==> src/common/credit_sync_settings.svh <==
`ifndef CREDIT_SYNC_SETTINGS_SVH
`define CREDIT_SYNC_SETTINGS_SVH

// depth of the remote receive buffer, every entry there is one credit
// the available count starts at this value after reset
`define CS_NUM_CREDITS 16

// a credit count must hold CS_NUM_CREDITS itself, so one bit above log2
`define CS_CREDIT_W 5

// payload width of one data packet
`define CS_DATA_W 32

// owed credits at or above this level are pushed out even without data
// it has to stay above zero or the link sends empty packets forever
`define CS_FORCE_SEND_THRESH 12

// remote buffer entries taken by one credits-only packet
`define CS_CRED_ONLY_COST 1

`endif

==> src/common/credit_sync_pkg.sv <==
`default_nettype none

`include "credit_sync_settings.svh"

package credit_sync_pkg;

  // a number of credits, wide enough for a full remote buffer
  typedef logic [`CS_CREDIT_W-1:0] credit_t;

  // the payload carried by a data packet
  typedef logic [`CS_DATA_W-1:0] data_t;

  // the packet that goes onto the link
  // cred_only marks a packet whose data field carries nothing
  // credits holds the entries freed locally since the last packet
  typedef struct packed {
    logic    cred_only;
    credit_t credits;
    data_t   data;
  } tx_pkt_t;

  // credits handed back by the remote side
  typedef struct packed {
    logic    valid;
    credit_t amount;
  } credit_ret_t;

  // one output transfer and the number of remote entries it takes
  typedef struct packed {
    logic    fire;
    credit_t cost;
  } tx_fire_t;

endpackage

`default_nettype wire

==> src/credit_sync/avail_credit_counter.sv <==
`timescale 1ns/100ps
`default_nettype none

`include "credit_sync_settings.svh"

module avail_credit_counter import credit_sync_pkg::*; (
  input  wire logic        clk_i,
  input  wire logic        reset_i,
  input  wire credit_ret_t cred_ret_i,
  input  wire tx_fire_t    tx_fire_i,
  output credit_t          credits_avail_o
);

  localparam credit_t ResetCredits = credit_t'(`CS_NUM_CREDITS);

  // free entries left in the remote receive buffer
  credit_t avail_q;
  credit_t avail_d;
  credit_t incr;
  credit_t decr;

  ////////////////////////////////////////////////////////////
  // counter update
  ////////////////////////////////////////////////////////////

  // credits coming back from the remote side free up entries there
  assign incr = cred_ret_i.valid ? cred_ret_i.amount : '0;

  // each packet that leaves takes its cost out of the remote buffer
  assign decr = tx_fire_i.fire ? tx_fire_i.cost : '0;

  // both can happen in one cycle, the admission rule keeps this from wrapping
  assign avail_d = avail_q + incr - decr;

  always_ff @(posedge clk_i) begin
    if (reset_i) begin
      // the remote buffer is empty after reset, so every entry is ours
      avail_q <= ResetCredits;
    end else begin
      avail_q <= avail_d;
    end
  end

  // the registered value feeds admission, a return shows up one cycle later
  assign credits_avail_o = avail_q;

endmodule

`default_nettype wire

==> src/credit_sync/credit_sync_top.sv <==
`timescale 1ns/100ps
`default_nettype none

`include "credit_sync_settings.svh"

module credit_sync_top import credit_sync_pkg::*; (
  input  wire logic        clk_i,
  input  wire logic        reset_i,
  // local data source
  input  wire data_t       data_i,
  input  wire logic        send_valid_i,
  output logic             send_ready_o,
  // link toward the remote receiver
  output tx_pkt_t          pkt_o,
  output logic             send_valid_o,
  input  wire logic        send_ready_i,
  // credits handed back by the remote side
  input  wire credit_ret_t cred_ret_i,
  // one pulse per entry freed in the local receive buffer
  input  wire logic        release_i
);

  ////////////////////////////////////////////////////////////
  // internal wiring
  ////////////////////////////////////////////////////////////

  // the transfer event, shared by both counters
  tx_fire_t tx_fire;
  credit_t  credits_avail;
  credit_t  credits_owed;

  // packet type selection, admission and the source/link handshake
  tx_mode_ctrl u_tx_mode_ctrl (
    .clk_i         (clk_i),
    .reset_i       (reset_i),
    .data_i        (data_i),
    .send_valid_i  (send_valid_i),
    .send_ready_i  (send_ready_i),
    .credits_avail (credits_avail),
    .credits_owed  (credits_owed),
    .send_valid_o  (send_valid_o),
    .send_ready_o  (send_ready_o),
    .pkt_o         (pkt_o),
    .tx_fire_o     (tx_fire)
  );

  // room left in the remote receive buffer
  avail_credit_counter u_avail_credit_counter (
    .clk_i           (clk_i),
    .reset_i         (reset_i),
    .cred_ret_i      (cred_ret_i),
    .tx_fire_i       (tx_fire),
    .credits_avail_o (credits_avail)
  );

  // credits owed to the remote side, held steady while the link stalls
  return_credit_counter u_return_credit_counter (
    .clk_i          (clk_i),
    .reset_i        (reset_i),
    .release_i      (release_i),
    .send_valid_i   (send_valid_o),
    .tx_fire_i      (tx_fire),
    .credits_owed_o (credits_owed)
  );

endmodule

`default_nettype wire

==> src/credit_sync/return_credit_counter.sv <==
`timescale 1ns/100ps
`default_nettype none

`include "credit_sync_settings.svh"

module return_credit_counter import credit_sync_pkg::*; (
  input  wire logic     clk_i,
  input  wire logic     reset_i,
  input  wire logic     release_i,
  input  wire logic     send_valid_i,
  input  wire tx_fire_t tx_fire_i,
  output credit_t       credits_owed_o
);

  // visible count, this is what the outgoing packet carries
  credit_t owed_q;
  credit_t owed_d;
  // shadow count, collects releases while a packet waits on the link
  credit_t shadow_q;
  credit_t shadow_d;
  // one freed local entry as a credit count
  credit_t rel_inc;
  // output offered but not taken, the visible count has to hold still
  logic    stalled;

  assign rel_inc = credit_t'(release_i);
  assign stalled = send_valid_i & ~tx_fire_i.fire;

  ////////////////////////////////////////////////////////////
  // visible and shadow counts
  ////////////////////////////////////////////////////////////

  always_comb begin
    owed_d   = owed_q;
    shadow_d = shadow_q;
    if (tx_fire_i.fire) begin
      // the visible credits left with the packet, so they are gone here
      // what piled up in the shadow meanwhile becomes the new visible count
      owed_d   = shadow_q + rel_inc;
      shadow_d = '0;
    end else if (stalled) begin
      // the link sees the same credit field until the transfer happens
      shadow_d = shadow_q + rel_inc;
    end else begin
      // nothing on the wire, releases count straight into the visible value
      owed_d = owed_q + rel_inc;
    end
  end

  always_ff @(posedge clk_i) begin
    if (reset_i) begin
      owed_q   <= '0;
      shadow_q <= '0;
    end else begin
      owed_q   <= owed_d;
      shadow_q <= shadow_d;
    end
  end

  // the shadow never drives the output, it only waits for the next fire
  assign credits_owed_o = owed_q;

endmodule

`default_nettype wire

==> src/credit_sync/tx_mode_ctrl.sv <==
`timescale 1ns/100ps
`default_nettype none

`include "credit_sync_settings.svh"

module tx_mode_ctrl import credit_sync_pkg::*; (
  input  wire logic     clk_i,
  input  wire logic     reset_i,
  input  wire data_t    data_i,
  input  wire logic     send_valid_i,
  input  wire logic     send_ready_i,
  input  wire credit_t  credits_avail,
  input  wire credit_t  credits_owed,
  output logic          send_valid_o,
  output logic          send_ready_o,
  output tx_pkt_t       pkt_o,
  output tx_fire_t      tx_fire_o
);

  localparam credit_t DataCost     = credit_t'(1);
  localparam credit_t CredOnlyCost = credit_t'(`CS_CRED_ONLY_COST);
  localparam credit_t ForceThresh  = credit_t'(`CS_FORCE_SEND_THRESH);

  // high while the output carries a credits-only packet instead of source data
  logic    cred_only_q;
  logic    cred_only_d;
  logic    force_send;
  logic    data_permit;
  logic    cred_only_permit;
  logic    cur_permit;
  logic    fire;
  credit_t cur_cost;

  // a packet may take the last remote entries only when credits travel back with it,
  // otherwise both sides could end up waiting on each other with nothing in flight
  function automatic logic permit(input credit_t cost, input credit_t avail,
                                  input credit_t owed);
    return (avail > cost) || ((avail == cost) && (owed != '0));
  endfunction

  ////////////////////////////////////////////////////////////
  // packet admission
  ////////////////////////////////////////////////////////////

  assign data_permit      = permit(DataCost, credits_avail, credits_owed);
  assign cred_only_permit = permit(CredOnlyCost, credits_avail, credits_owed);

  // too many owed credits piled up, they have to leave even without data
  assign force_send = (credits_owed >= ForceThresh);

  // cost and permit of whatever packet type is currently selected
  assign cur_cost   = cred_only_q ? CredOnlyCost : DataCost;
  assign cur_permit = cred_only_q ? cred_only_permit : data_permit;

  // in credits-only mode the output is valid on its own, no source data needed
  assign send_valid_o = cur_permit & (send_valid_i | cred_only_q);
  assign fire         = send_valid_o & send_ready_i;

  // the source only sees a handshake when its own data goes out
  assign send_ready_o = send_ready_i & ~cred_only_q & send_valid_o;

  assign tx_fire_o.fire = fire;
  assign tx_fire_o.cost = cur_cost;

  ////////////////////////////////////////////////////////////
  // outgoing packet
  ////////////////////////////////////////////////////////////

  assign pkt_o.cred_only = cred_only_q;
  assign pkt_o.credits   = credits_owed;
  // the data field is zeroed so a credits-only packet never leaks stale source data
  assign pkt_o.data      = cred_only_q ? '0 : data_i;

  ////////////////////////////////////////////////////////////
  // mode register
  ////////////////////////////////////////////////////////////

  always_comb begin
    cred_only_d = cred_only_q;
    if (fire) begin
      // whatever went out carried the owed credits, so go back to normal data
      cred_only_d = 1'b0;
    end else if (force_send && (!send_valid_i || (!data_permit && cred_only_permit))) begin
      // no data to piggyback on, or data is blocked while a credits-only
      // packet would still fit, so switch over
      cred_only_d = 1'b1;
    end
  end

  always_ff @(posedge clk_i) begin
    if (reset_i) begin
      cred_only_q <= 1'b0;
    end else begin
      cred_only_q <= cred_only_d;
    end
  end

endmodule

`default_nettype wire

==> config.mk <==
export PLATFORM = sky130hd
export DESIGN_NAME = credit_sync_top
export DESIGN_NICKNAME = d
export VERILOG_FILES = /design/src/common/credit_sync_pkg.sv /design/src/credit_sync/avail_credit_counter.sv /design/src/credit_sync/credit_sync_top.sv /design/src/credit_sync/return_credit_counter.sv /design/src/credit_sync/tx_mode_ctrl.sv
export VERILOG_INCLUDE_DIRS = /design/src /design/src/common
export SDC_FILE = /design/constraint.sdc
export NUM_CORES = 1
export LEC_CHECK = 0
export BUFFER_PORTS_ARGS = -buffer_cell sky130_fd_sc_hd__clkbuf_2
export CORE_MARGIN = 2
export CORE_UTILIZATION = 24
export DETAILED_ROUTE_END_ITERATION = 8
export PLACE_DENSITY = 0.57
export REMOVE_ABC_BUFFERS = 1
export SLEW_MARGIN = 25
export SYNTH_ARGS = -nofsm -noshare
export SYNTH_HDL_FRONTEND = slang
export SYNTH_SLANG_ARGS = --single-unit
==> constraint.sdc <==
create_clock -name clk_i -period 3.1 [get_ports clk_i]
set_input_delay 0.62 -clock clk_i [delete_from_list [all_inputs] [get_ports clk_i]]
set_output_delay 0.62 -clock clk_i [all_outputs]
set_load 0.01 [all_outputs]
Word level (Yosys, flattened, before mapping)

Cells that the tools add are included.

Output and inout bits: 40
Input bits: 43
Bits in registers: 16
Logic and storage cells: 31

$add $sub $neg: 4
Equality and inequality tests: 2
Reductions and logical operators: 6
$lt $le $gt $ge: 2
Mux-type cells: 5
Bitwise operators: 8

Operators by type and width:

| kind                 | count |
|---|---|
| $mux W32             | 1 |
| $mux W5              | 3 |
| $add A5 B1 Y5        | 2 |
| $add A5 B5 Y5        | 1 |
| $and A1 B1 Y1        | 5 |
| $eq A5 B1 Y1 const B | 1 |
| $ge A5 B4 Y1 const B | 1 |
| $gt A5 B1 Y1 const B | 1 |
| $reduce_bool A5 Y1   | 1 |
| $sub A5 B5 Y5        | 1 |
| $logic_and A1 B1 Y1  | 2 |
| $ne A2 B2 Y1 const B | 1 |
| $not A1 Y1           | 2 |
| $reduce_or A2 Y1     | 1 |
| $logic_not A1 Y1     | 1 |
| $logic_or A1 B1 Y1   | 1 |
| $mux W1              | 1 |
| $or A1 B1 Y1         | 1 |

Depth between registers and ports, before layout

Depth in word-level cells: 9
Gate-level depth with buffers: 15
Depth with buffers taken out: 14

By module

A second synthesis with hierarchy kept.

Cell total of the unflattened synthesis: 176
Area total of the unflattened synthesis: 1502.7 µm²

Modules (own cells, without submodules):

| module                | area each (µm²) | times used | cells each | sequential area each (µm²) |
|---|---|---|---|---|
| return_credit_counter | 618.1           | 1          | 59         | 200.2 |
| avail_credit_counter  | 450.4           | 1          | 51         | 100.1 |
| tx_mode_ctrl          | 434.2           | 1          | 66         | 20.0 |

Worst setup path after synthesis

OpenSTA, ideal clock, no wires.

Path kind: register -> register
Start: register u_return_credit_counter.owed_q[0] (netlist: u_return_credit_counter.credits_owed_o[0])
End: register u_avail_credit_counter.avail_q[4] (netlist: u_avail_credit_counter.credits_avail_o[4])
Setup slack: 0.313 ns
Cell stages (with the launch flop): 16
Setup time: 0.117 ns
Clock period less this slack: 2.787 ns
Required time: 2.983 ns
Path buffers: 1
Arrival time: 2.670 ns
Path through: dfxtp_1 -> or4_1 -> o21ai_1 -> a21o_2 -> buf_2 -> nor2_1 -> ha_1 -> inv_1 -> ha_1 -> inv_1 -> fa_1 -> inv_1 -> a21o_1 -> a21oi_1 -> xnor2_1 -> nand2b_1

Word-level cells in the longest chain between the ends: 7

Ends and longest elaborated chain:

| what                   | RTL line                    | RTL |
|---|---|---|
| start, declared        | return_credit_counter.sv:16 | `credit_t owed_q;` |
| start signal, assigned | return_credit_counter.sv:55 | `owed_q <= owed_d;` |
| $reduce_bool A5 Y1     | tx_mode_ctrl.sv:38          | `return (avail > cost) \|\| ((avail == cost) && (owed != '0));` |
| $logic_and A1 B1 Y1    | tx_mode_ctrl.sv:38          |  |
| $logic_or A1 B1 Y1     | tx_mode_ctrl.sv:38          |  |
| $and A1 B1 Y1          | tx_mode_ctrl.sv:56          | `assign send_valid_o = cur_permit & (send_valid_i \| cred_only_q);` |
| $and A1 B1 Y1          | tx_mode_ctrl.sv:57          | `assign fire = send_valid_o & send_ready_i;` |
| $mux W1                | avail_credit_counter.sv:30  | `assign decr = tx_fire_i.fire ? tx_fire_i.cost : '0;` |
| $sub A5 B5 Y5          | avail_credit_counter.sv:33  | `assign avail_d = avail_q + incr - decr;` |
| end signal, assigned   | avail_credit_counter.sv:38  | `avail_q <= ResetCredits;` |
| end signal, assigned   | avail_credit_counter.sv:40  | `avail_q <= avail_d;` |
| end, declared          | avail_credit_counter.sv:17  | `credit_t avail_q;` |

Every way passes these cells.
A chain may end at the register's enable or synchronous reset.

Worst setup path after layout

Same ends and word-level chain as after synthesis.

==> impl_metrics.ini <==
[sta]
clock_skew_ns = 0.00165
max_freq_mhz = 370
tightest_slew_ns = 0.400
rsz0062_at_grt = false
setup_tns_ns = 0
relSlewSlack = 0.733
finalSetupViolations = 0
finalHoldViolations = 0
drv_slew = 0
fin_crit_sh = 0.873
finalCriticalPeriod_ns = 2.71

[place]
io_buffers = 82
hpwl_um = 2560
gp_congestion = 0.812

[clock_tree]
clkTransAtPathRegs_ns = 0.06
ctsResizeCount = 0
cts_buffers = 3
cts_tree = done
cts_htree_levels = 1
clockBufferDepth = 2
clock_sinks = 16
cts_hold_buf = 0
post-cts-setup-buffer-count = 0
clk_latency_ns = 0.24
root_buffer = clkbuf_8

[route]
met2_length_um = 1310
wire_per_inst_um = 10.1
ant_nets = 0
firstDrtPassIters = 4
top_layer_used = met4
viasPerCell = 4.19
dr_wl_met3_um = 328
drtIter0Drc = 37
totalWireLength_um = 3160
wirelength_met1_um = 1480
drc = 0
via_count = 1315

[global_route]
grt_max_degree = 36
antenna_found_initial = 0
track_usage = 0.110
overflow = 0
grt_pass1_vias = 1160
grt_pass1_wl_um = 5380

[die]
rows = 26
start_util = 0.246
fp.dieH_um = 76.1
dieArea_um2 = 5790
io_pins = 83
core_area_um2 = 5070
die_w_um = 76.1

[finish]
num_antenna_cells = 0
multiInputGateArea_um2 = 825
utilization = 0.352
layout_commonest_cell = clkbuf_2
most-common-layout-cells = clkbuf_2 (82), nor2b_1 (36), dfxtp_1 (16)
layout-drive-gt1-share = 0.377
nets = 301
syn_to_final_growth_pct = 43.0
regArea_um2 = 320
fillers = 537

[worst_setup_path]
timing.rr.start = u_return_credit_counter.credits_owed_o[0]$_SDFFE_PP0P_
path_class = flop to flop
end_kind = flop
cp_slowest_cell = or4_1
crit_required_ns = 3.24
cp-startpoint = u_return_credit_counter.credits_owed_o[0]$_SDFFE_PP0P_
worst-path-buf-inv = 3
cp_max_fo = 4
crit_path_frequent_cell = inv_1
reg2reg_to = u_avail_credit_counter.credits_avail_o[4]$_SDFF_PP1_
arrival_ns = 2.84
r2r_slack_ns = 0.39
path_cells = or4_1, o21ai_1, a21o_2, nor2_1, ha_1, inv_1, ha_1, inv_1, fa_1, inv_1, a21o_1, a21oi_1, xnor2_1, nand2b_1
rr_worst_depth = 14
crit_family = adder cells
critPathLaunchType = flop
cpPeakStageDelay_ns = 0.52

[yosys]
postSynthCellCount = 164
synth_edf_count = 0
ys_seq_area_frac = 0.257
synthFlopType = dfxtp_1
async_reset_ff_frac = 0
synth_area_um2 = 1250
ys_seq_elements = 16
yosysUniqueCellTypes = 34
synth-warning-count = 0
syn_avg_cell_area_um2 = 7.61

[outcome]
status = complete, no violations

[run]
drv_cap = 0

[worst_hold_path]
min_path_type = flop to flop
holdCritStartpoint = u_return_credit_counter.shadow_q[0]$_SDFFE_PP0P_
worstHoldEndpoint = u_return_credit_counter.shadow_q[0]$_SDFFE_PP0P_
hold_depth = 2

[pwr]
powerDensity_nw_per_um2 = 452
leakage_nw = 0.914
irDropWorstVdd_uv = 223
==> worst max path at each step <==
| stage | to | slack (ns) | cells past startpoint |
|---|---|---|---|
| floorplan | u_avail_credit_counter.credits_avail_o[4]$_SDFF_PP1_ | 0.29 | 13 |
| global placement | u_avail_credit_counter.credits_avail_o[4]$_SDFF_PP1_ | 0.46 | 14 |
| detailed placement | u_avail_credit_counter.credits_avail_o[4]$_SDFF_PP1_ | 0.42 | 14 |
| CTS | u_avail_credit_counter.credits_avail_o[4]$_SDFF_PP1_ | 0.40 | 14 |
| global route | u_avail_credit_counter.credits_avail_o[4]$_SDFF_PP1_ | 0.17 | 14 |
| finish | u_avail_credit_counter.credits_avail_o[4]$_SDFF_PP1_ | 0.39 | 14 |
==> power breakdown <==
| group | switching [mW] | internal, mW | leakage [nW] |
|---|---|---|---|
| logic | 0.187 | 0.181 | 0.755 |
| registers | 0.0203 | 0.238 | 0.131 |
| clock network | 0.0678 | 0.112 | 0.0288 |
| total | 0.275 | 0.532 | 0.914 |
==> state kept, by name (all words and copies together) (netlist names) <==
name                                    cells
u_avail_credit_counter.credits_avail_o      5
u_return_credit_counter.credits_owed_o      5
u_return_credit_counter.shadow_q            5
u_tx_mode_ctrl.cred_only_q                  1
==> metal layers <==
layer  up-vias  global-route usage
met5         -                   0
met2        74               0.179
li1        693                   -
met4         0              0.0382
met1       544               0.145
met3         4              0.0249
==> layout make-up <==
type	count	share of cell area
multi-input combinational	122	0.462
timing repair buffer	85	0.243
sequential	16	0.180
tap	70	0.0491
inverter	17	0.0358
clock buffer	4	0.0309
==> synth_stat cells, types with 3 or more instances <==
master,number,area share
a21oi_1,7,0.028
clkbuf_1,6,0.018
dfxtp_1,16,0.26
ha_1,12,0.12
inv_1,15,0.045
mux2i_1,3,0.024
nand2_1,9,0.027
nand3_1,9,0.036
nor2_1,12,0.036
nor2b_1,36,0.18
nor3_1,3,0.012
o21ai_1,3,0.012
xnor2_1,5,0.035
xor2_1,3,0.021
==> worst register-to-register path: cells and delay by family (launching register included) <==
kind | cells | cell delay [ns]
AO/OA/AOI/OAI | 4 | 0.48
buffers and inverters | 3 | 0.18
AND/OR/NAND/NOR | 3 | 0.63
flip-flops | 1 | 0.34
XOR/XNOR | 1 | 0.16
adder cells (fa/ha/maj) | 3 | 0.81
==> stage by stage <==
step	worst slack, ns	power, mW	area, µm²	hold WS, ns	std cells
after floorplan	0.292	0.520	1210	0.430	155
after global placement	0.463	0.634	1730	0.445	310
after detailed placement	0.417	0.633	1730	0.450	310
after CTS	0.398	0.819	1780	0.459	314
after global routing	0.170	0.885	1780	0.505	314
final	0.395	0.807	1780	0.458	314
==> logic make-up (layout without fill, tap and decap cells) <==
| logic type | Yosys count | in the layout | synth area share |
|---|---|---|---|
| compound gates | 19 | 19 | 0.0943 |
| mux | 4 | 4 | 0.0331 |
| simple gates | 78 | 78 | 0.341 |
| xor+xnor | 8 | 8 | 0.0562 |
| flops | 16 | 16 | 0.257 |
| fa+ha+maj | 13 | 13 | 0.136 |
| buf+inv | 26 | 106 | 0.0822 |
No activity file was read; power rests on OpenSTA's default activity.
